File: config.mk
export PLATFORM = sky130hd
export DESIGN_NAME = axil_ram_slave_flat
export DESIGN_NICKNAME = d
export VERILOG_FILES = /design/src/axil_bus_pkg.sv /design/src/axil_if.sv /design/src/axil_ram_slave.sv /design/src/flat_wrapper.sv
export VERILOG_INCLUDE_DIRS = /design/src
export SDC_FILE = /design/constraint.sdc
export NUM_CORES = 2
export LEC_CHECK = 0
export BUFFER_PORTS_ARGS = -buffer_cell sky130_fd_sc_hd__buf_4
export CORE_ASPECT_RATIO = 2
export CORE_MARGIN = 2
export CORE_UTILIZATION = 60
export CTS_CLUSTER_DIAMETER = 150
export DETAILED_ROUTE_END_ITERATION = 7
export PLACE_DENSITY = 0.76
export SLEW_MARGIN = 5
export SYNTH_ARGS = -nofsm -noshare
export SYNTH_HDL_FRONTEND = slang
export SYNTH_SLANG_ARGS = --single-unit
File: constraint.sdc
create_clock -name clk -period 3.7 [get_ports clk]
set_input_delay 0.925 -clock clk [delete_from_list [all_inputs] [get_ports clk]]
set_output_delay 0.925 -clock clk [all_outputs]
set_load 0.02 [all_outputs]
File: src/axil_soc_config.svh
`ifndef AXIL_SOC_CONFIG_SVH
`define AXIL_SOC_CONFIG_SVH

// Bus widths
`define AXIL_ADDR_W 32
`define AXIL_DATA_W 32

// Slaves sit back to back from the base
`define AXIL_NUM_SLAVES 3
`define AXIL_SLAVE_BASE 32'ha000_0000
`define AXIL_SLAVE_SPAN 32'h0000_1000

`define AXIL_RAM_WORDS 64

`endif
File: src/axil_bus_pkg.sv
`include "axil_soc_config.svh"

package axil_bus_pkg;

    typedef logic [`AXIL_ADDR_W-1:0]   axil_addr_t;
    typedef logic [`AXIL_DATA_W-1:0]   axil_data_t;
    typedef logic [`AXIL_DATA_W/8-1:0] axil_strb_t;

    // AXI encodings without EXOKAY
    typedef enum logic [1:0] {
        OKAY   = 2'b00,
        SLVERR = 2'b10,
        DECERR = 2'b11
    } axil_resp_t;

endpackage

File: src/axil_if.sv
`timescale 1ns/1ps

interface axil_if;
    import axil_bus_pkg::*;

    axil_addr_t araddr;
    logic       arvalid;
    logic       arready;
    axil_data_t rdata;
    axil_resp_t rresp;
    logic       rvalid;
    logic       rready;
    axil_addr_t awaddr;
    logic       awvalid;
    logic       awready;
    axil_data_t wdata;
    axil_strb_t wstrb;
    logic       wvalid;
    logic       wready;
    axil_resp_t bresp;
    logic       bvalid;
    logic       bready;

    modport master (
        output araddr, arvalid, rready, awaddr, awvalid, wdata, wstrb, wvalid, bready,
        input  arready, rdata, rresp, rvalid, awready, wready, bresp, bvalid
    );

    modport slave (
        input  araddr, arvalid, rready, awaddr, awvalid, wdata, wstrb, wvalid, bready,
        output arready, rdata, rresp, rvalid, awready, wready, bresp, bvalid
    );

endinterface

File: src/axil_ram_slave.sv
`timescale 1ns/1ps
`include "axil_soc_config.svh"

module axil_ram_slave (
    input logic   clk,
    input logic   rst_n,
    axil_if.slave bus
);
    import axil_bus_pkg::*;

    localparam int DEPTH = `AXIL_RAM_WORDS;
    localparam int BYTES = `AXIL_DATA_W / 8;
    localparam int OFS   = $clog2(BYTES);
    localparam int IDX_W = $clog2(DEPTH);

    typedef enum logic {RD_IDLE, RD_RESP} rd_state_t;
    typedef enum logic [1:0] {WR_IDLE, WR_HAVE_AW, WR_HAVE_W, WR_RESP} wr_state_t;

    rd_state_t  rd_state;
    wr_state_t  wr_state;
    axil_data_t mem [DEPTH];
    axil_data_t rdata_q;
    axil_addr_t awaddr_q;
    axil_data_t wdata_q;
    axil_strb_t wstrb_q;
    logic       aw_hs;
    logic       w_hs;
    logic       wr_fire;
    axil_addr_t wr_addr;
    axil_data_t wr_data;
    axil_strb_t wr_strb;

    assign bus.arready = (rd_state == RD_IDLE);
    assign bus.rvalid  = (rd_state == RD_RESP);
    assign bus.rdata   = rdata_q;
    assign bus.rresp   = OKAY;
    assign bus.awready = (wr_state == WR_IDLE) || (wr_state == WR_HAVE_W);
    assign bus.wready  = (wr_state == WR_IDLE) || (wr_state == WR_HAVE_AW);
    assign bus.bvalid  = (wr_state == WR_RESP);
    assign bus.bresp   = OKAY;

    assign aw_hs = bus.awvalid && bus.awready;
    assign w_hs  = bus.wvalid && bus.wready;

    // Whichever beat arrives second completes the write
    assign wr_fire = (aw_hs || wr_state == WR_HAVE_AW) && (w_hs || wr_state == WR_HAVE_W);
    assign wr_addr = aw_hs ? bus.awaddr : awaddr_q;
    assign wr_data = w_hs ? bus.wdata : wdata_q;
    assign wr_strb = w_hs ? bus.wstrb : wstrb_q;

    always_ff @(posedge clk or negedge rst_n) begin
        if (!rst_n) begin
            rd_state <= RD_IDLE;
        end else if (rd_state == RD_IDLE && bus.arvalid) begin
            rd_state <= RD_RESP;
        end else if (rd_state == RD_RESP && bus.rready) begin
            rd_state <= RD_IDLE;
        end
    end

    always_ff @(posedge clk or negedge rst_n) begin
        if (!rst_n) begin
            wr_state <= WR_IDLE;
        end else begin
            case (wr_state)
                WR_IDLE: begin
                    if (wr_fire) begin
                        wr_state <= WR_RESP;
                    end else if (aw_hs) begin
                        wr_state <= WR_HAVE_AW;
                    end else if (w_hs) begin
                        wr_state <= WR_HAVE_W;
                    end
                end
                WR_HAVE_AW, WR_HAVE_W: begin
                    if (wr_fire) begin
                        wr_state <= WR_RESP;
                    end
                end
                WR_RESP: begin
                    if (bus.bready) begin
                        wr_state <= WR_IDLE;
                    end
                end
            endcase
        end
    end

    always_ff @(posedge clk) begin
        if (bus.arvalid && bus.arready) begin
            rdata_q <= mem[bus.araddr[IDX_W+OFS-1:OFS]];
        end
        if (aw_hs) begin
            awaddr_q <= bus.awaddr;
        end
        if (w_hs) begin
            wdata_q <= bus.wdata;
            wstrb_q <= bus.wstrb;
        end
    end

    always_ff @(posedge clk or negedge rst_n) begin
        if (!rst_n) begin
            for (int i = 0; i < DEPTH; i++) begin
                mem[i] <= '0;
            end
        end else if (wr_fire) begin
            for (int b = 0; b < BYTES; b++) begin
                if (wr_strb[b]) begin
                    mem[wr_addr[IDX_W+OFS-1:OFS]][8*b +: 8] <= wr_data[8*b +: 8];
                end
            end
        end
    end

endmodule

File: src/flat_wrapper.sv
// flat-port wrapper written by rule: the top's interface ports become plain ports
module axil_ram_slave_flat import axil_bus_pkg::*;
  (clk, rst_n, bus_araddr, bus_arvalid, bus_rready, bus_awaddr, bus_awvalid, bus_wdata, bus_wstrb, bus_wvalid, bus_bready, bus_arready, bus_rdata, bus_rresp, bus_rvalid, bus_awready, bus_wready, bus_bresp, bus_bvalid);
  axil_if bus_i ();
  input logic clk;
  input logic rst_n;
  input wire logic [$bits(bus_i.araddr)-1:0] bus_araddr;
  input wire logic [$bits(bus_i.arvalid)-1:0] bus_arvalid;
  input wire logic [$bits(bus_i.rready)-1:0] bus_rready;
  input wire logic [$bits(bus_i.awaddr)-1:0] bus_awaddr;
  input wire logic [$bits(bus_i.awvalid)-1:0] bus_awvalid;
  input wire logic [$bits(bus_i.wdata)-1:0] bus_wdata;
  input wire logic [$bits(bus_i.wstrb)-1:0] bus_wstrb;
  input wire logic [$bits(bus_i.wvalid)-1:0] bus_wvalid;
  input wire logic [$bits(bus_i.bready)-1:0] bus_bready;
  output wire logic [$bits(bus_i.arready)-1:0] bus_arready;
  output wire logic [$bits(bus_i.rdata)-1:0] bus_rdata;
  output wire logic [$bits(bus_i.rresp)-1:0] bus_rresp;
  output wire logic [$bits(bus_i.rvalid)-1:0] bus_rvalid;
  output wire logic [$bits(bus_i.awready)-1:0] bus_awready;
  output wire logic [$bits(bus_i.wready)-1:0] bus_wready;
  output wire logic [$bits(bus_i.bresp)-1:0] bus_bresp;
  output wire logic [$bits(bus_i.bvalid)-1:0] bus_bvalid;
  assign bus_i.araddr = bus_araddr;
  assign bus_i.arvalid = bus_arvalid;
  assign bus_i.rready = bus_rready;
  assign bus_i.awaddr = bus_awaddr;
  assign bus_i.awvalid = bus_awvalid;
  assign bus_i.wdata = bus_wdata;
  assign bus_i.wstrb = bus_wstrb;
  assign bus_i.wvalid = bus_wvalid;
  assign bus_i.bready = bus_bready;
  assign bus_arready = bus_i.arready;
  assign bus_rdata = bus_i.rdata;
  assign bus_rresp = bus_i.rresp;
  assign bus_rvalid = bus_i.rvalid;
  assign bus_awready = bus_i.awready;
  assign bus_wready = bus_i.wready;
  assign bus_bresp = bus_i.bresp;
  assign bus_bvalid = bus_i.bvalid;
  axil_ram_slave u_core (.clk(clk), .rst_n(rst_n), .bus(bus_i));
endmodule
==> metrics.txt <==
drt via density 6.52; most common cell after layout, fill and taps aside mux2_2; CP top delay family buffers and inverters; drt total wl 250,000 um; Yosys warning count 0; Final Setup Violations 0; hpwl dp 172,000 um; CP max stage delay 0.52 ns; Clock H-tree levels 4; WP data required 4.39 ns; CP endpoint kind register; Synth Flop Type dfrtp_1; I/O pins 148; async set-reset flop share out of synthesis 0.965; CP Data Arrival Time 4.06 ns; CP Depth 10; combinational fraction of design power 0.304; Sequential Power Share 0.443; post-synthesis cell count 5,937; DR WL/cell 29.9 um; CP Buf/Inv Count 4; sw power 25.2 mW; dpl ws -0.253 ns; crit path max fanout 42; Int Power 53.2 mW; clock slew at reported path FFs 0.07 ns; GPL Wtd Cong 0.852; Placed Area 0.102 sq mm; Total Routing Usage GR 0.313; unrepaired setup endpoints after global routing no; max cap viols 0; Die H 571 um; worst vdd ir 0.000972 V; Clock Power Share 0.253; Final min period 3.37 ns; FILL cells 10,700; total CTS buffers 189; initial antenna violation count 7; worst-margin pin slew 1.12 ns; Port Buffers 91; WS Path Type reg2reg; R2R depth 10; pin count of the biggest net entering global routing 178; die area 0.164 sq mm; Slew HR 0.248; Pwr Density 724 mW/mm^2; average cell area after synthesis 16.3 sq um; Layout area overhead 12.1%; worst setup margin 0.331 ns; sw frac 0.321; CTS tree yes; DR iter-0 viols 3,731; first-pass GRT wire length 381,000 um; final-report max-slew violation count 0; most frequent cells in the layout 2,090 x mux2_2, 2,051 x dfrtp_1, 592 x mux4_2, 387 x buf_4, 191 x clkbuf_16; worst min path class in2async; DRC 0; Die X 288 um; Final Hold Fails 0; status finished, final reports clean; Clock Sinks 2,125; top-area cell type share of the netlist area 0.532; cell taking the most area after synthesis dfrtp_1; Row Count 208; Worst-Skew Late Latency 0.83 ns; clk_skew 0.0327 ns; drt pass-1 iters 5; startpoint types register; Clock Path Buffers 4; total power 78.4 mW; fin nets 6,245; largest cells by area after synthesis dfrtp_1 53%, mux2_2 24%, mux4_2 14%; Fmax 0.297 GHz; layout cell share with drive strength beyond 1 0.574; number of synthesized flops with an enable pin 32; Yosys reg bits 2,125; post-synthesis sequential area ratio 0.551; vias in the first global route 59,900; LEAKAGE 52.3 nW; core area 0.160 sq mm; total number of vias 54,600; Initial Util 0.603; Cell variety after synth 49; setup_tns 0 ns; post-route cell area 0.108 sq mm; post-route ant nets 0; Final period util 0.910; Crit-path slowest cell nand3_1; grt total ovfl 0; Root Driver clkbuf_16; Post-Syn Area 0.0965 sq mm; critical path cell sequence inv_1, ha_1, o21ai_4, buf_12, mux2i_1, inv_1, nor2_4, buf_12, nand3_1, mux2_2
-- registers in the layout (all words and copies together) (netlist names) --
name / cells
u_core.mem: 2048
u_core.bus.rvalid: 1
u_core.awaddr_q: 6
u_core.wstrb_q: 4
u_core.wdata_q: 32
u_core.wr_state: 2
u_core.bus.rdata: 32
-- per-layer routing --
layer	wire (um)	vias to the layer above	share of wire	global-route usage
met1	89400	29800	0.36	0.367
met2	133000	1490	0.53	0.551
li1	-	22700	-	-
met5	36	-	0.00014	0
met4	17900	6	0.071	0.192
met3	10100	625	0.040	0.0349
-- repair_timing --
item,4_1_cts,5_1_grt
hold buffers,0,0
endpoints found under the setup margin,0,621
buffers inserted,0,2
resized for setup,0,2
-- kinds of logic after synthesis --
family                     Yosys count  synth area share
AOI/OAI and AO/OA                  113           0.00834
adders and majority gates            5          0.000648
buffers and inverters              496            0.0214
DFF                               2125             0.551
muxes                             2755             0.390
other                                1         0.0000389
and+or+nand+nor                    442            0.0293
-- through the flow --
step	instances	hold WS, ns	utilization
2_1_floorplan	5940	0.474	-
3_3_place_gp	8040	0.458	0.638
3_5_place_dp	8040	0.485	0.638
4_1_cts	8369	0.0396	0.676
5_1_grt	8372	0.0573	0.676
6_report	8374	0.0485	0.676
-- synthesized netlist by cell type, types with 19 or more instances --
master    count
buf_1        52
dfxtp_1      42
nand2_1     119
nand3_1     168
edfxtp_1     32
nor3_4       30
mux2i_1      70
nand3_2      78
buf_2       102
dfrtp_1    2051
mux4_2      592
nor2_1       19
clkbuf_1    305
a21oi_1      28
mux2_2     2090
-- power by group through the flow --
stage | registers (mW) | logic [mW] | clock network, mW
after floorplan | 33.6 | 16.3 | 0
after detailed placement | 35.0 | 23.8 | 0
after CTS | 34.5 | 23.9 | 20.1
final | 34.7 | 23.9 | 19.8
after global placement | 34.2 | 22.9 | 0
after global routing | 35.4 | 25.2 | 21.0
-- cell type report --
type                            count  area (sq um)  area share
Clock inverter                     52           572     0.00528
Clock buffer                      277          5560      0.0514
Antenna cell                        3          7.51   0.0000694
Inverter                           18          76.3    0.000705
Tap cell                         2100          2630      0.0243
Timing Repair Buffer              480          4760      0.0440
Multi-Input combinational cell   3319         41500       0.383
Sequential cell                  2125         53100       0.491
-- final timing paths --
path / from / end / slack, ns
setup reg to reg: u_core.wr_state[1] / u_core.mem[1866] / 0.33
min in group clk: bus_rready / u_core.bus.rvalid / 0.29
max in group asynchronous: rst_n / u_core.mem[1737] / 2.23
hold / removal: rst_n / u_core.mem[131] / 0.05
setup / recovery: u_core.wr_state[1] / u_core.mem[1866] / 0.33
hold reg to reg: u_core.wdata_q[26] / u_core.wdata_q[26] / 0.49
Note: power is estimated with default switching activity, not from simulation.
