[src/axil_soc_config.svh]
`ifndef AXIL_SOC_CONFIG_SVH
`define AXIL_SOC_CONFIG_SVH

// Bus widths
`define AXIL_ADDR_W 32
`define AXIL_DATA_W 32

// Slaves sit back to back from the base
`define AXIL_NUM_SLAVES 3
`define AXIL_SLAVE_BASE 32'ha000_0000
`define AXIL_SLAVE_SPAN 32'h0000_1000

`define AXIL_RAM_WORDS 64

`endif
[src/axil_bus_pkg.sv]
`include "axil_soc_config.svh"

package axil_bus_pkg;

    typedef logic [`AXIL_ADDR_W-1:0]   axil_addr_t;
    typedef logic [`AXIL_DATA_W-1:0]   axil_data_t;
    typedef logic [`AXIL_DATA_W/8-1:0] axil_strb_t;

    // AXI encodings without EXOKAY
    typedef enum logic [1:0] {
        OKAY   = 2'b00,
        SLVERR = 2'b10,
        DECERR = 2'b11
    } axil_resp_t;

endpackage

[src/axil_if.sv]
`timescale 1ns/1ps

interface axil_if;
    import axil_bus_pkg::*;

    axil_addr_t araddr;
    logic       arvalid;
    logic       arready;
    axil_data_t rdata;
    axil_resp_t rresp;
    logic       rvalid;
    logic       rready;
    axil_addr_t awaddr;
    logic       awvalid;
    logic       awready;
    axil_data_t wdata;
    axil_strb_t wstrb;
    logic       wvalid;
    logic       wready;
    axil_resp_t bresp;
    logic       bvalid;
    logic       bready;

    modport master (
        output araddr, arvalid, rready, awaddr, awvalid, wdata, wstrb, wvalid, bready,
        input  arready, rdata, rresp, rvalid, awready, wready, bresp, bvalid
    );

    modport slave (
        input  araddr, arvalid, rready, awaddr, awvalid, wdata, wstrb, wvalid, bready,
        output arready, rdata, rresp, rvalid, awready, wready, bresp, bvalid
    );

endinterface

[src/axil_arbiter.sv]
`timescale 1ns/1ps

module axil_arbiter (
    input logic    clk,
    input logic    rst_n,
    axil_if.slave  m0,
    axil_if.slave  m1,
    axil_if.master bus
);

    typedef enum logic {IDLE, GRANT} state_t;

    state_t state;
    // Granted or last served master
    logic   owner;
    logic   req0;
    logic   req1;
    logic   done;
    logic   sel0;
    logic   sel1;

    assign req0 = m0.arvalid | m0.awvalid;
    assign req1 = m1.arvalid | m1.awvalid;
    assign done = (bus.rvalid & bus.rready) | (bus.bvalid & bus.bready);
    assign sel0 = (state == GRANT) & ~owner;
    assign sel1 = (state == GRANT) & owner;

    always_ff @(posedge clk or negedge rst_n) begin
        if (!rst_n) begin
            state <= IDLE;
            // m0 wins the first tie
            owner <= 1'b1;
        end else begin
            case (state)
                IDLE: begin
                    if (req0 | req1) begin
                        state <= GRANT;
                        owner <= (req0 & req1) ? ~owner : req1;
                    end
                end
                GRANT: begin
                    if (done) begin
                        state <= IDLE;
                    end
                end
            endcase
        end
    end

    // Payload follows the owner while valids need a grant
    assign bus.araddr  = owner ? m1.araddr : m0.araddr;
    assign bus.arvalid = (sel0 & m0.arvalid) | (sel1 & m1.arvalid);
    assign bus.rready  = (sel0 & m0.rready) | (sel1 & m1.rready);
    assign bus.awaddr  = owner ? m1.awaddr : m0.awaddr;
    assign bus.awvalid = (sel0 & m0.awvalid) | (sel1 & m1.awvalid);
    assign bus.wdata   = owner ? m1.wdata : m0.wdata;
    assign bus.wstrb   = owner ? m1.wstrb : m0.wstrb;
    assign bus.wvalid  = (sel0 & m0.wvalid) | (sel1 & m1.wvalid);
    assign bus.bready  = (sel0 & m0.bready) | (sel1 & m1.bready);

    // Readys and valids reach the owner only
    assign m0.arready = sel0 & bus.arready;
    assign m0.rdata   = bus.rdata;
    assign m0.rresp   = bus.rresp;
    assign m0.rvalid  = sel0 & bus.rvalid;
    assign m0.awready = sel0 & bus.awready;
    assign m0.wready  = sel0 & bus.wready;
    assign m0.bresp   = bus.bresp;
    assign m0.bvalid  = sel0 & bus.bvalid;

    assign m1.arready = sel1 & bus.arready;
    assign m1.rdata   = bus.rdata;
    assign m1.rresp   = bus.rresp;
    assign m1.rvalid  = sel1 & bus.rvalid;
    assign m1.awready = sel1 & bus.awready;
    assign m1.wready  = sel1 & bus.wready;
    assign m1.bresp   = bus.bresp;
    assign m1.bvalid  = sel1 & bus.bvalid;

    // A pending request keeps its grant until accepted
    a_grant_held: assert property (@(posedge clk) disable iff (!rst_n)
        bus.arvalid && !bus.arready |=> bus.arvalid && $stable(bus.araddr));
    a_aw_held: assert property (@(posedge clk) disable iff (!rst_n)
        bus.awvalid && !bus.awready |=> bus.awvalid && $stable(bus.awaddr));

endmodule

[src/flat_wrapper.sv]
// flat-port wrapper written by rule: the top's interface ports become plain ports
module axil_arbiter_flat 
  (clk, rst_n, m0_araddr, m0_arvalid, m0_rready, m0_awaddr, m0_awvalid, m0_wdata, m0_wstrb, m0_wvalid, m0_bready, m0_arready, m0_rdata, m0_rresp, m0_rvalid, m0_awready, m0_wready, m0_bresp, m0_bvalid, m1_araddr, m1_arvalid, m1_rready, m1_awaddr, m1_awvalid, m1_wdata, m1_wstrb, m1_wvalid, m1_bready, m1_arready, m1_rdata, m1_rresp, m1_rvalid, m1_awready, m1_wready, m1_bresp, m1_bvalid, bus_araddr, bus_arvalid, bus_rready, bus_awaddr, bus_awvalid, bus_wdata, bus_wstrb, bus_wvalid, bus_bready, bus_arready, bus_rdata, bus_rresp, bus_rvalid, bus_awready, bus_wready, bus_bresp, bus_bvalid);
  axil_if m0_i ();
  axil_if m1_i ();
  axil_if bus_i ();
  input logic clk;
  input logic rst_n;
  input wire logic [$bits(m0_i.araddr)-1:0] m0_araddr;
  input wire logic [$bits(m0_i.arvalid)-1:0] m0_arvalid;
  input wire logic [$bits(m0_i.rready)-1:0] m0_rready;
  input wire logic [$bits(m0_i.awaddr)-1:0] m0_awaddr;
  input wire logic [$bits(m0_i.awvalid)-1:0] m0_awvalid;
  input wire logic [$bits(m0_i.wdata)-1:0] m0_wdata;
  input wire logic [$bits(m0_i.wstrb)-1:0] m0_wstrb;
  input wire logic [$bits(m0_i.wvalid)-1:0] m0_wvalid;
  input wire logic [$bits(m0_i.bready)-1:0] m0_bready;
  output wire logic [$bits(m0_i.arready)-1:0] m0_arready;
  output wire logic [$bits(m0_i.rdata)-1:0] m0_rdata;
  output wire logic [$bits(m0_i.rresp)-1:0] m0_rresp;
  output wire logic [$bits(m0_i.rvalid)-1:0] m0_rvalid;
  output wire logic [$bits(m0_i.awready)-1:0] m0_awready;
  output wire logic [$bits(m0_i.wready)-1:0] m0_wready;
  output wire logic [$bits(m0_i.bresp)-1:0] m0_bresp;
  output wire logic [$bits(m0_i.bvalid)-1:0] m0_bvalid;
  input wire logic [$bits(m1_i.araddr)-1:0] m1_araddr;
  input wire logic [$bits(m1_i.arvalid)-1:0] m1_arvalid;
  input wire logic [$bits(m1_i.rready)-1:0] m1_rready;
  input wire logic [$bits(m1_i.awaddr)-1:0] m1_awaddr;
  input wire logic [$bits(m1_i.awvalid)-1:0] m1_awvalid;
  input wire logic [$bits(m1_i.wdata)-1:0] m1_wdata;
  input wire logic [$bits(m1_i.wstrb)-1:0] m1_wstrb;
  input wire logic [$bits(m1_i.wvalid)-1:0] m1_wvalid;
  input wire logic [$bits(m1_i.bready)-1:0] m1_bready;
  output wire logic [$bits(m1_i.arready)-1:0] m1_arready;
  output wire logic [$bits(m1_i.rdata)-1:0] m1_rdata;
  output wire logic [$bits(m1_i.rresp)-1:0] m1_rresp;
  output wire logic [$bits(m1_i.rvalid)-1:0] m1_rvalid;
  output wire logic [$bits(m1_i.awready)-1:0] m1_awready;
  output wire logic [$bits(m1_i.wready)-1:0] m1_wready;
  output wire logic [$bits(m1_i.bresp)-1:0] m1_bresp;
  output wire logic [$bits(m1_i.bvalid)-1:0] m1_bvalid;
  output wire logic [$bits(bus_i.araddr)-1:0] bus_araddr;
  output wire logic [$bits(bus_i.arvalid)-1:0] bus_arvalid;
  output wire logic [$bits(bus_i.rready)-1:0] bus_rready;
  output wire logic [$bits(bus_i.awaddr)-1:0] bus_awaddr;
  output wire logic [$bits(bus_i.awvalid)-1:0] bus_awvalid;
  output wire logic [$bits(bus_i.wdata)-1:0] bus_wdata;
  output wire logic [$bits(bus_i.wstrb)-1:0] bus_wstrb;
  output wire logic [$bits(bus_i.wvalid)-1:0] bus_wvalid;
  output wire logic [$bits(bus_i.bready)-1:0] bus_bready;
  input wire logic [$bits(bus_i.arready)-1:0] bus_arready;
  input wire logic [$bits(bus_i.rdata)-1:0] bus_rdata;
  input wire logic [$bits(bus_i.rresp)-1:0] bus_rresp;
  input wire logic [$bits(bus_i.rvalid)-1:0] bus_rvalid;
  input wire logic [$bits(bus_i.awready)-1:0] bus_awready;
  input wire logic [$bits(bus_i.wready)-1:0] bus_wready;
  input wire logic [$bits(bus_i.bresp)-1:0] bus_bresp;
  input wire logic [$bits(bus_i.bvalid)-1:0] bus_bvalid;
  assign m0_i.araddr = m0_araddr;
  assign m0_i.arvalid = m0_arvalid;
  assign m0_i.rready = m0_rready;
  assign m0_i.awaddr = m0_awaddr;
  assign m0_i.awvalid = m0_awvalid;
  assign m0_i.wdata = m0_wdata;
  assign m0_i.wstrb = m0_wstrb;
  assign m0_i.wvalid = m0_wvalid;
  assign m0_i.bready = m0_bready;
  assign m0_arready = m0_i.arready;
  assign m0_rdata = m0_i.rdata;
  assign m0_rresp = m0_i.rresp;
  assign m0_rvalid = m0_i.rvalid;
  assign m0_awready = m0_i.awready;
  assign m0_wready = m0_i.wready;
  assign m0_bresp = m0_i.bresp;
  assign m0_bvalid = m0_i.bvalid;
  assign m1_i.araddr = m1_araddr;
  assign m1_i.arvalid = m1_arvalid;
  assign m1_i.rready = m1_rready;
  assign m1_i.awaddr = m1_awaddr;
  assign m1_i.awvalid = m1_awvalid;
  assign m1_i.wdata = m1_wdata;
  assign m1_i.wstrb = m1_wstrb;
  assign m1_i.wvalid = m1_wvalid;
  assign m1_i.bready = m1_bready;
  assign m1_arready = m1_i.arready;
  assign m1_rdata = m1_i.rdata;
  assign m1_rresp = m1_i.rresp;
  assign m1_rvalid = m1_i.rvalid;
  assign m1_awready = m1_i.awready;
  assign m1_wready = m1_i.wready;
  assign m1_bresp = m1_i.bresp;
  assign m1_bvalid = m1_i.bvalid;
  assign bus_araddr = bus_i.araddr;
  assign bus_arvalid = bus_i.arvalid;
  assign bus_rready = bus_i.rready;
  assign bus_awaddr = bus_i.awaddr;
  assign bus_awvalid = bus_i.awvalid;
  assign bus_wdata = bus_i.wdata;
  assign bus_wstrb = bus_i.wstrb;
  assign bus_wvalid = bus_i.wvalid;
  assign bus_bready = bus_i.bready;
  assign bus_i.arready = bus_arready;
  assign bus_i.rdata = bus_rdata;
  assign bus_i.rresp = bus_rresp;
  assign bus_i.rvalid = bus_rvalid;
  assign bus_i.awready = bus_awready;
  assign bus_i.wready = bus_wready;
  assign bus_i.bresp = bus_bresp;
  assign bus_i.bvalid = bus_bvalid;
  axil_arbiter u_core (.clk(clk), .rst_n(rst_n), .m0(m0_i), .m1(m1_i), .bus(bus_i));
endmodule
[config.mk]
export PLATFORM = sky130hd
export DESIGN_NAME = axil_arbiter_flat
export DESIGN_NICKNAME = d
export VERILOG_FILES = /design/src/axil_bus_pkg.sv /design/src/axil_if.sv /design/src/axil_arbiter.sv /design/src/flat_wrapper.sv
export VERILOG_INCLUDE_DIRS = /design/src
export SDC_FILE = /design/constraint.sdc
export NUM_CORES = 1
export LEC_CHECK = 0
export BUFFER_PORTS_ARGS = -buffer_cell sky130_fd_sc_hd__buf_4
export CAP_MARGIN = 5
export CORE_AREA = 3 3 169 171
export DETAILED_ROUTE_END_ITERATION = 7
export DIE_AREA = 0 0 172 174
export GPL_ROUTABILITY_DRIVEN = 0
export HOLD_SLACK_MARGIN = 0.08
export MAX_ROUTING_LAYER = met4
export PLACE_DENSITY_LB_ADDON = 0.3
export SLEW_MARGIN = 5
export SYNTH_ARGS = -nofsm -noshare
export SYNTH_HDL_FRONTEND = slang
export SYNTH_SLANG_ARGS = --single-unit
[constraint.sdc]
create_clock -name clk -period 1.9 [get_ports clk]
set_clock_uncertainty 0.2 [all_clocks]
set_input_delay 0 -clock clk [delete_from_list [all_inputs] [get_ports clk]]
set_output_delay 0 -clock clk [all_outputs]
set_load 0.01 [all_outputs]
==> key figures, run 1 <==
Global route
  • Vias in the first global route: 3017
  • Initial antenna violation count: 3
  • Total grt overflow: 0
  • First-pass GRT wire length: 18000 um
  • Largest net degree at the start of global routing: 22
  • Global Route Usage Sum: approximately 8.2%

Worst setup path
  • Reg2reg setup slack: 120 ps
  • R2r worst-path depth: 4
  • CP startpoint kind: register
  • CP required: 1700 ps
  • Crit path DAT: approximately 1700 ps
  • RR Endpoint: u_core.owner
  • Crit-path max FO: 11
  • Setup CP Type: register to primary output
  • Critical R2R Launch: u_core.owner
  • Worst Setup End Kind: primary output

Logic synthesis
  • EDFF count, synth: 0
  • Synth top area share: a little over half
  • Count leader, synth: mux2_4
  • Commonest cells post-synth: 83 x mux2_4, 73 x buf_4, 17 x mux2_2
  • Leading register cell type out of synthesis: dfstp_2
  • Register area share after synthesis: 2.17%
  • FF+latch count, synth: 2
  • Asr flop ratio synth: 100%
  • Post-Syn Nets: 468
  • Syn Std Cell Area: 0.00236 mm2
  • Avg Cell Area, Syn: 11.0 um2
  • Gate Count Post-Synth: 215
  • Cell taking the most area after synthesis: mux2_4
  • Netlist cell types: 17
  • Count of warnings emitted by yosys: 0
  • Leading post-synthesis cells by cell area: mux2_4 53%, buf_4 23%, mux2_2 8.1%, buf_6 5.2%, mux2i_1 2.1%

CTS
  • CTS sink cnt: 2
  • Clock latency on the worst-skew pair: 220 ps
  • Clk slew on worst S/H paths: roughly 30 ps
  • TritonCTS clock tree: yes
  • Clk Tree Root Cell: clkbuf_16
  • CTS H-tree lvls: 1
  • CTS Buf Count: 3
  • Clock Path Buffers: 2

Timing
  • Setup violations, final: 6
  • Period utilization: 100%
  • Post-layout worst setup margin: -6.43 ps
  • RSZ-0062 raised after global routing: true
  • Achievable frequency: 0.525 GHz
  • Max transition margin: 69.3%
  • Min Tclk post-route: 1910 ps
  • Final Hold Viols: 0
  • Slew Limit Fails: 0
  • Worst Tran Pin Value: 456 ps
  • TNS Setup: -18.5 ps

Hold path
  • Hold endpoint: u_core.owner
  • HP Start: m1_arvalid
  • WHS Path Cells: 3
  • Tightest Hold Check Type: primary input to register

Drt
  • DRC: 0
  • Vias per cell: 3.18
  • WL/cell: about 16 um
  • Routed wire length: about 14000 um
  • Iteration-0 DRC Markers: 51
  • Via count: ~2800
  • Antenna viol nets, final: 0
  • First-pass DRT Iterations: 4

Outcome
  • Violated checks: setup timing
  • Status: finished, violations left

Die
  • Core Area: 0.0270 mm2
  • DIE AREA: around 0.030 mm2
  • Initial Util: 8.75%
  • Number of core rows: 60
  • Die Wd: roughly 170 um
  • Die Ht: around 170 um
  • I/O pin count: 440

Final layout
  • Nets: 786
  • Filler cells: ~3000
  • Area delta synth->final: 137%
  • Layout Cells excl Fill: between 800 and 900
  • Share of layout cells above drive strength 1: 86.3%

Placed design
  • Post-Place Cells: 817
  • Port bufs: 331
  • Post-DP HPWL: 12100 um

Run
  • Maxcap violations: 0

Power
  • Power Density: 985 mW/mm2
  • VDD IR max: 0.469 mV
  • Leak pwr: about 0.0029 uW
## critical path, cell delays in order (launching register included)
cell and delay, ps:
dfstp_4 700, bufbuf_16 320, mux2_4 310, buf_4 150
## flip-flops by register name, indices dropped and copies added (netlist names)
| name | flops |
|---|---|
| u_core.owner | 1 |
| u_core.state | 1 |
## through the flow
stage / setup slack, ps / instance area (um2) / total power (uW) / util [%] / hold slack [ps]
after floorplan: 456 / 2360 / 2810 / - / -496
after global placement: 172 / 4790 / 4660 / 17.7 / -411
after detailed placement: 186 / 4790 / 4650 / 17.7 / -412
after CTS: -28.1 / 5530 / 5500 / 20.5 / 96.3
after global routing: -50.0 / 5590 / 5820 / 20.7 / 104
final: -6.43 / 5600 / 5510 / 20.7 / 42.0
## cell usage in the layout (no fill, tap or decap), types with 3 or more instances in the layout
cell | synthesis | routed
dlygate4sd3_1 | 0 | 46
mux2i_1 | 5 | 5
mux2_4 | 83 | 85
nor2b_1 | 6 | 6
buf_4 | 73 | 302
buf_12 | 0 | 7
and3_1 | 5 | 5
mux2_2 | 17 | 15
and2_1 | 5 | 5
diode_2 | 0 | 4
buf_6 | 11 | 43
clkbuf_16 | 0 | 3
## worst max-delay path by stage
stage,depth (start not counted),endpoint,start,slack (ps)
after floorplan,4,bus_araddr[0],u_core.owner,460
after global placement,3,u_core.owner,u_core.owner,170
after detailed placement,4,bus_araddr[13],u_core.owner,190
after CTS,3,bus_awaddr[24],u_core.owner,-30
after global routing,3,bus_awaddr[24],u_core.owner,-50
final,3,bus_awaddr[24],u_core.owner,-6
## cell type report
class	instances	area, um2	area share, %
antenna	4	10.0	0.179
clock buffer	4	78.8	1.41
multi-input combinational	127	1640	29.3
sequential	2	55.1	0.984
tap	341	427	7.62
timing repair buffer	399	3380	60.5
## cells by family after synthesis
family / after synthesis / share of synthesized area [%]
mux: 105 / 62.9
buf+inv: 86 / 28.8
simple gates: 19 / 4.92
compound gates: 3 / 1.16
flops: 2 / 2.17
## routing by layer
layer / vias to the layer above / part of all wire, % / track usage [%]
met4: 0 / 0.67 / 0.832
met1: 1263 / 36 / 8.57
met2: 201 / 54 / 16.2
met3: 6 / 9.8 / 1.39
li1: 1322 / - / -
met5: - / 0 / -
## power breakdown
part           switching [uW]  internal, uW
Clock                    52.3           276
Sequential               74.3          78.5
Combinational            1870          3160
## repair_timing
| action | in CTS | in global routing |
|---|---|---|
| hold endpoints to repair | 76 | 0 |
| gates resized for setup | 30 | 16 |
| setup buffers | 6 | 0 |
| cloned | 1 | 0 |
| setup endpoints to repair | 51 | 67 |
| hold buffers | 46 | 0 |
Power figures use the tool's default switching activity.
==> run 2, diff against run 1 <==
--- a/config.mk
+++ b/config.mk
@@ -8,9 +8,9 @@
 export LEC_CHECK = 0
 export BUFFER_PORTS_ARGS = -buffer_cell sky130_fd_sc_hd__buf_4
 export CAP_MARGIN = 5
-export CORE_AREA = 3 3 169 171
+export CORE_AREA = 4 4 170 172
 export DETAILED_ROUTE_END_ITERATION = 7
-export DIE_AREA = 0 0 172 174
+export DIE_AREA = 0 0 174 176
 export GPL_ROUTABILITY_DRIVEN = 0
 export HOLD_SLACK_MARGIN = 0.08
 export MAX_ROUTING_LAYER = met4
==> constraint.sdc (replaced) <==
create_clock -name clk -period 1.9 [get_ports clk]
set_clock_uncertainty 0.2 [all_clocks]
set_input_delay 0 -clock clk [delete_from_list [all_inputs] [get_ports clk]]
set_output_delay 0 -clock clk [all_outputs]
set_load 0.02 [all_outputs]
==> run 2 against run 1 <==
Against the previous run: the flow now finishes without violations; first-iteration DRC count fell by 63%; sequential cell count did not move; routed wire length fell by 4.2%; clock power fell by 1%; non-clock buffer count fell by 4; sequential power fell by 23%; final cell count fell by 0.34%; utilization fell by 0.82 points.
==> key figures, run 2 (synthesis results as in run 1) <==
Global route
  • Initial antenna violation count: 0 (was 3)
  • Met2 Track Usage GR: 15.5% (was 16.2%)
  • Total grt overflow: 0 (unchanged)
  • First-pass GRT wire length: 18300 um (was 18000 um)
  • Met3 Use GR: 2.48% (was 1.39%)
  • Busiest grt layer: met2 (unchanged)
  • Largest net degree at the start of global routing: 32 (was 22)
  • Vias in the first global route: 2969 (was 3017)
  • Met1 global-route usage: 8.04% (was 8.57%)
  • Global Route Usage Sum: 7.94% (was 8.16%)

CTS
  • Clock Path Buffers: 2 (unchanged)
  • Clock latency on the worst-skew pair: 220 ps (about the same)
  • CTS H-tree lvls: 1 (unchanged)
  • CTS Buf Count: 3 (unchanged)
  • Clk slew on worst S/H paths: 30 ps (about the same)
  • Clk Tree Root Cell: clkbuf_16 (unchanged)
  • CTS sink cnt: 2 (unchanged)
  • TritonCTS clock tree: yes (unchanged)

Timing
  • Max transition margin: 69.0% (was 69.3%)
  • TNS Setup: 0 ps (was -18.5 ps)
  • Achievable frequency: 0.529 GHz (was 0.525 GHz)
  • Setup violations, final: 0 (was 6)
  • Final Hold Viols: 0 (unchanged)
  • Min Tclk post-route: 1890 ps (was 1910 ps)
  • RSZ-0062 raised after global routing: true (unchanged)
  • Worst Tran Pin Value: 464 ps (was 456 ps)
  • Period utilization: 99.5% (was 100%)
  • Post-layout worst setup margin: 8.67 ps (was -6.43 ps)
  • Slew Limit Fails: 0 (unchanged)

Power
  • Power Density: 1070 mW/mm2 (was 985 mW/mm2)
  • VDD IR max: 0.508 mV (was 0.469 mV)
  • Leak pwr: 0.00282 uW (was 0.00288 uW)

Drt
  • Routed wire length: 13500 um (was 14100 um)
  • First-pass DRT Iterations: 3 (was 4)
  • Vias per cell: 3.15 (was 3.18)
  • Via count: 2753 (was 2792)
  • Iteration-0 DRC Markers: 19 (was 51)
  • DRC: 0 (unchanged)
  • WL/cell: 15.4 um (was 16.1 um)
  • Antenna viol nets, final: 0 (unchanged)

Run
  • Maxcap violations: 0 (unchanged)

Final layout
  • Layout Cells excl Fill: 874 (was 877)
  • Ant. Diodes: 0 (was 4)
  • Nets: 782 (was 786)
  • Commonest non-fill, non-tap cell in the layout: buf_4 (unchanged)
  • Area delta synth->final: 131% (was 137%)
  • Final Util: 19.9% (was 20.7%)
  • Share of layout cells above drive strength 1: 85.6% (was 86.3%)
  • Most frequent cells in the layout: 310 x buf_4, 83 x mux2_4, 48 x dlygate4sd3_1 (was 302 x buf_4, 85 x mux2_4, 46 x dlygate4sd3_1)
  • Top Registers: u_core.owner (1), u_core.state (1) (unchanged)

Worst setup path
  • Crit-path max FO: 18 (was 11)
  • CP startpoint kind: register (unchanged)
  • Critical R2R Launch: u_core.owner (unchanged)
  • CP required: 1700 ps (about the same)
  • Reg2reg setup slack: 120 ps (about the same)
  • Critical path launch point: u_core.owner (unchanged)
  • Setup CP Type: register to primary output (unchanged)
  • Worst Setup End Kind: primary output (unchanged)
  • R2r worst-path depth: 5 (was 4)
  • RR Endpoint: u_core.state (was u_core.owner)
  • Crit path DAT: 1690 ps (was 1710 ps)
  • CP Capture Point: bus_araddr[13] (was bus_awaddr[24])

Placed design
  • Post-DP HPWL: 11700 um (was 12100 um)
  • Dpl ws: 185 ps (was 186 ps)
  • Post-Place Cells: 819 (was 817)
  • Port bufs: 331 (unchanged)

Die
  • I/O pin count: 440 (unchanged)
  • Die Wd: 174 um (was 172 um)
  • Number of core rows: 61 (was 60)
  • Die Ht: 176 um (was 174 um)
  • Core Area: 0.0275 mm2 (was 0.0270 mm2)
  • Initial Util: 8.60% (was 8.75%)
  • DIE AREA: 0.0306 mm2 (was 0.0299 mm2)

Hold path
  • Tightest Hold Check Type: primary input to asynchronous set/reset pin (was primary input to register)

Outcome
  • Status: finished, final reports clean (was finished, violations left)
## run 2: changes by cell type in the layout (fill, tap and decap cells not counted), sizes merged
| cell | change |
|---|---|
| diode | -4 |
| dlygate4sd3 | +2 |
| buf | -5 |
| bufbuf | -1 |
## run 2: per-stage QoR
step                      hold slack [ps]  total power, uW  cell area, um2
after floorplan                      -496             3490            2360
after global placement               -416             5200            4750
after detailed placement             -416             5170            4750
after CTS                            82.2             5890            5420
after global routing                  105             6160            5470
final                                77.2             5850            5470
## run 2: layout make-up
class | count | area, um2
well taps | 346 | 433
fillers | 3007 | 22000
repair buffers | 395 | 3270
clock buffers | 4 | 78.8
flip-flops and latches | 2 | 55.1
multi-input cells | 127 | 1630
## run 2: routing by layer
metal / vias up / share of wire (%)
met3: 2 / 9.2
met1: 1252 / 34
met5: - / 0
met2: 195 / 57
li1: 1304 / -
met4: 0 / 0.23
## run 2: worst min-delay path by stage
stage,from,endpoint,slack (ps),depth (start not counted)
floorplan,rst_n,u_core.state,-500,0
global placement,rst_n,u_core.state,-420,1
detailed placement,rst_n,u_core.state,-420,1
CTS,rst_n,u_core.owner,80,2
global route,rst_n,u_core.owner,100,2
finish,rst_n,u_core.owner,80,2
## run 2: power by group
group	internal, uW	leakage, uW	switching [uW]
clock network	276	0.0000382	49.3
logic	2930	0.00276	2480
registers	76.6	0.0000217	41.1
## run 2: repair_timing
| item | in CTS | in global routing |
|---|---|---|
| hold endpoints to repair | 76 | 0 |
| gates cloned | 0 | 0 |
| endpoints found under the setup margin | 61 | 69 |
| buffers inserted | 2 | 1 |
| hold buffers | 48 | 0 |
| resized for setup | 25 | 9 |
| pin swaps | 0 | 0 |
## run 2: worst max-delay path: stages, from the launching register on
cell and delay (ps):
dfstp_4 630, buf_12 180, buf_16 190, mux2_4 320, buf_6 130
==> run 3, diff against run 2 <==
--- a/config.mk
+++ b/config.mk
@@ -15,6 +15,7 @@
 export HOLD_SLACK_MARGIN = 0.08
 export MAX_ROUTING_LAYER = met4
 export PLACE_DENSITY_LB_ADDON = 0.3
+export RECOVER_POWER = 50
 export SLEW_MARGIN = 5
 export SYNTH_ARGS = -nofsm -noshare
 export SYNTH_HDL_FRONTEND = slang
==> run 3 against run 2 <==
Against the previous run: sequential power hardly changed; design area stayed put; routed wire length hardly changed; worst hold slack better by 7.6 ps; utilization stayed put.
==> key figures, run 3 (synthesis results as in run 1) <==
Timing
  • Final Hold Viols: 0 (unchanged)
  • Slew Limit Fails: 0 (unchanged)
  • Achievable frequency: 0.529 GHz (about the same)
  • Period utilization: 99.5% (about the same)
  • Min Tclk post-route: 1890 ps (about the same)
  • Setup violations, final: 0 (unchanged)
  • RSZ-0062 raised after global routing: true (unchanged)
  • Worst Tran Pin Value: 464 ps (unchanged)
  • Max transition margin: 69.0% (unchanged)

Power
  • Leak pwr: 0.00282 uW (about the same)
  • Clock power share: 5.6% (about the same)
  • VDD IR max: 0.508 mV (about the same)
  • Logic gate share of total power: 92.4% (about the same)
  • Seq pwr share: 2.0% (about the same)
  • Switching Fraction: 43.9% (about the same)
  • Power Density: 1070 mW/mm2 (about the same)
  • Int Pwr: 3280 uW (about the same)
  • Sw power: 2570 uW (about the same)

Hold path
  • HP Start: m1_awvalid
  • Tightest Hold Check Type: primary input to register (was primary input to asynchronous set/reset pin)
  • Hold endpoint: u_core.state
  • WHS Path Cells: 4

Placed design
  • Port bufs: 331 (unchanged)
  • Area post-placement: 0.00475 mm2 (unchanged)
  • Post-Place Cells: 819 (unchanged)
  • Post-DP HPWL: 11700 um (unchanged)

Final layout
  • Nets: 782 (unchanged)
  • Cell area after layout: 0.00547 mm2 (unchanged)
  • Filler cells: 3007 (unchanged)
  • Share of layout cells above drive strength 1: 85.6% (unchanged)
  • Layout Cells excl Fill: 874 (unchanged)
  • Commonest non-fill, non-tap cell in the layout: buf_4 (unchanged)
  • Final Util: 19.9% (unchanged)
  • Area delta synth->final: 131% (unchanged)
  • Top Registers: u_core.owner (1), u_core.state (1) (unchanged)
  • Ant. Diodes: 0 (unchanged)
  • Most frequent cells in the layout: 309 x buf_4, 83 x mux2_4, 48 x dlygate4sd3_1 (was 310 x buf_4, 83 x mux2_4, 48 x dlygate4sd3_1)

Die
  • Die Wd: 174 um (unchanged)
  • Die Ht: 176 um (unchanged)
  • I/O pin count: 440 (unchanged)
  • DIE AREA: 0.0306 mm2 (unchanged)
  • Initial Util: 8.60% (unchanged)
  • Number of core rows: 61 (unchanged)
  • Core Area: 0.0275 mm2 (unchanged)

Global route
  • First-pass GRT wire length: 18300 um (unchanged)
  • Largest net degree at the start of global routing: 32 (unchanged)
  • Global Route Usage Sum: 7.94% (unchanged)
  • Total grt overflow: 0 (unchanged)
  • Vias in the first global route: 2969 (unchanged)
  • Initial antenna violation count: 0 (unchanged)

Worst setup path
  • Worst path buffer plus inverter count: 3 (unchanged)
  • CP max stage delay: 630 ps (about the same)
  • Crit path DAT: 1690 ps (about the same)
  • CP cell instances: buf_12, buf_16, mux2_4, buf_6 (unchanged)
  • Worst Setup End Kind: primary output (unchanged)
  • CP required: 1700 ps (about the same)
  • CP top delay family: flip-flops (unchanged)
  • Crit path depth: 4 (unchanged)
  • Reg2reg setup slack: 120 ps (about the same)
  • Setup CP Type: register to primary output (unchanged)
  • Critical path launch point: u_core.owner (unchanged)
  • Critical R2R Launch: u_core.owner (unchanged)
  • RR Endpoint: u_core.state (unchanged)
  • CP startpoint kind: register (unchanged)
  • R2r worst-path depth: 5 (unchanged)
  • Slowest CP cell: dfstp_4 (unchanged)
  • Crit-path max FO: 18 (unchanged)

Drt
  • WL/cell: 15.4 um (about the same)
  • Iteration-0 DRC Markers: 19 (unchanged)
  • Routed wire length: 13500 um (about the same)
  • Antenna viol nets, final: 0 (unchanged)
  • DRC: 0 (unchanged)
  • Via count: 2753 (unchanged)
  • Vias per cell: 3.15 (unchanged)
  • First-pass DRT Iterations: 3 (unchanged)

CTS
  • CTS sink cnt: 2 (unchanged)
  • CTS H-tree lvls: 1 (unchanged)
  • Clock latency on the worst-skew pair: 220 ps (about the same)
  • Clk slew on worst S/H paths: 30 ps (about the same)
  • Clock Path Buffers: 2 (unchanged)
  • CTS Buf Count: 3 (unchanged)
  • TritonCTS clock tree: yes (unchanged)
  • Clk Tree Root Cell: clkbuf_16 (unchanged)

Run
  • Maxcap violations: 0 (unchanged)

Outcome
  • Status: finished, final reports clean (unchanged)
-- run 3: cell types whose count changed in the layout (fill, tap and decap cells not counted) --
| cell | previous run | this run |
|---|---|---|
| clkbuf_4 | 0 | 1 |
| buf_4 | 310 | 309 |
-- run 3: cell type report --
class | instances | area (um2) | share of cell area (%)
Timing Repair Buffer | 395 | 3270 | 59.8
Multi-Input combinational cell | 127 | 1630 | 29.9
Tap cell | 346 | 433 | 7.92
Clock buffer | 4 | 78.8 | 1.44
Sequential cell | 2 | 55.1 | 1.01
-- run 3: worst max-delay path by stage --
| stage | end | slack (ps) |
|---|---|---|
| finish | bus_araddr[13] | 9 |
| global route | bus_araddr[13] | -30 |
| CTS | bus_awaddr[26] | -10 |
| detailed placement | bus_araddr[15] | 190 |
| global placement | bus_awaddr[21] | 200 |
| floorplan | u_core.state | 370 |
-- run 3: per-stage QoR --
| stage | TNS, ps | hold slack, ps | setup slack [ps] | power (uW) |
|---|---|---|---|---|
| 5_1_grt | -759 | 112 | -28.3 | 6160 |
| 4_1_cts | -167 | 82.2 | -13.3 | 5890 |
| 6_report | 0 | 84.9 | 8.68 | 5850 |
| 3_5_place_dp | 0 | -416 | 185 | 5170 |
| 3_3_place_gp | 0 | -416 | 202 | 5200 |
| 2_1_floorplan | 0 | -496 | 370 | 3490 |
-- run 3: layer usage --
layer | up-vias | wire length, um | track usage, %
li1 | 1304 | - | -
met1 | 1252 | 4580 | 8.04
met2 | 195 | 7650 | 15.5
met3 | 2 | 1240 | 2.48
met4 | 0 | 31 | 0.792
met5 | - | 0 | -
-- run 3: what timing repair did --
item | in CTS | in global routing
endpoints found under the setup margin | 61 | 69
setup buffers | 2 | 1
endpoints found under the hold margin | 76 | 0
resized for setup | 25 | 9
pin swaps | 0 | 0
hold buffers | 48 | 0
-- run 3: worst register-to-register path, cell delays in order, from the launching register on --
cell and delay [ps]:
dfstp_4 630, buf_12 180, buf_4 140, mux2i_1 180, nor2b_1 80, a221oi_2 260
-- run 3: power by group through the flow --
stage / sequential [uW] / combinational, uW / clock, uW
after global routing: 125 / 5690 / 341
after detailed placement: 119 / 5060 / 0
after floorplan: 78.3 / 3410 / 0
after global placement: 119 / 5080 / 0
after CTS: 118 / 5440 / 332
final: 118 / 5410 / 325
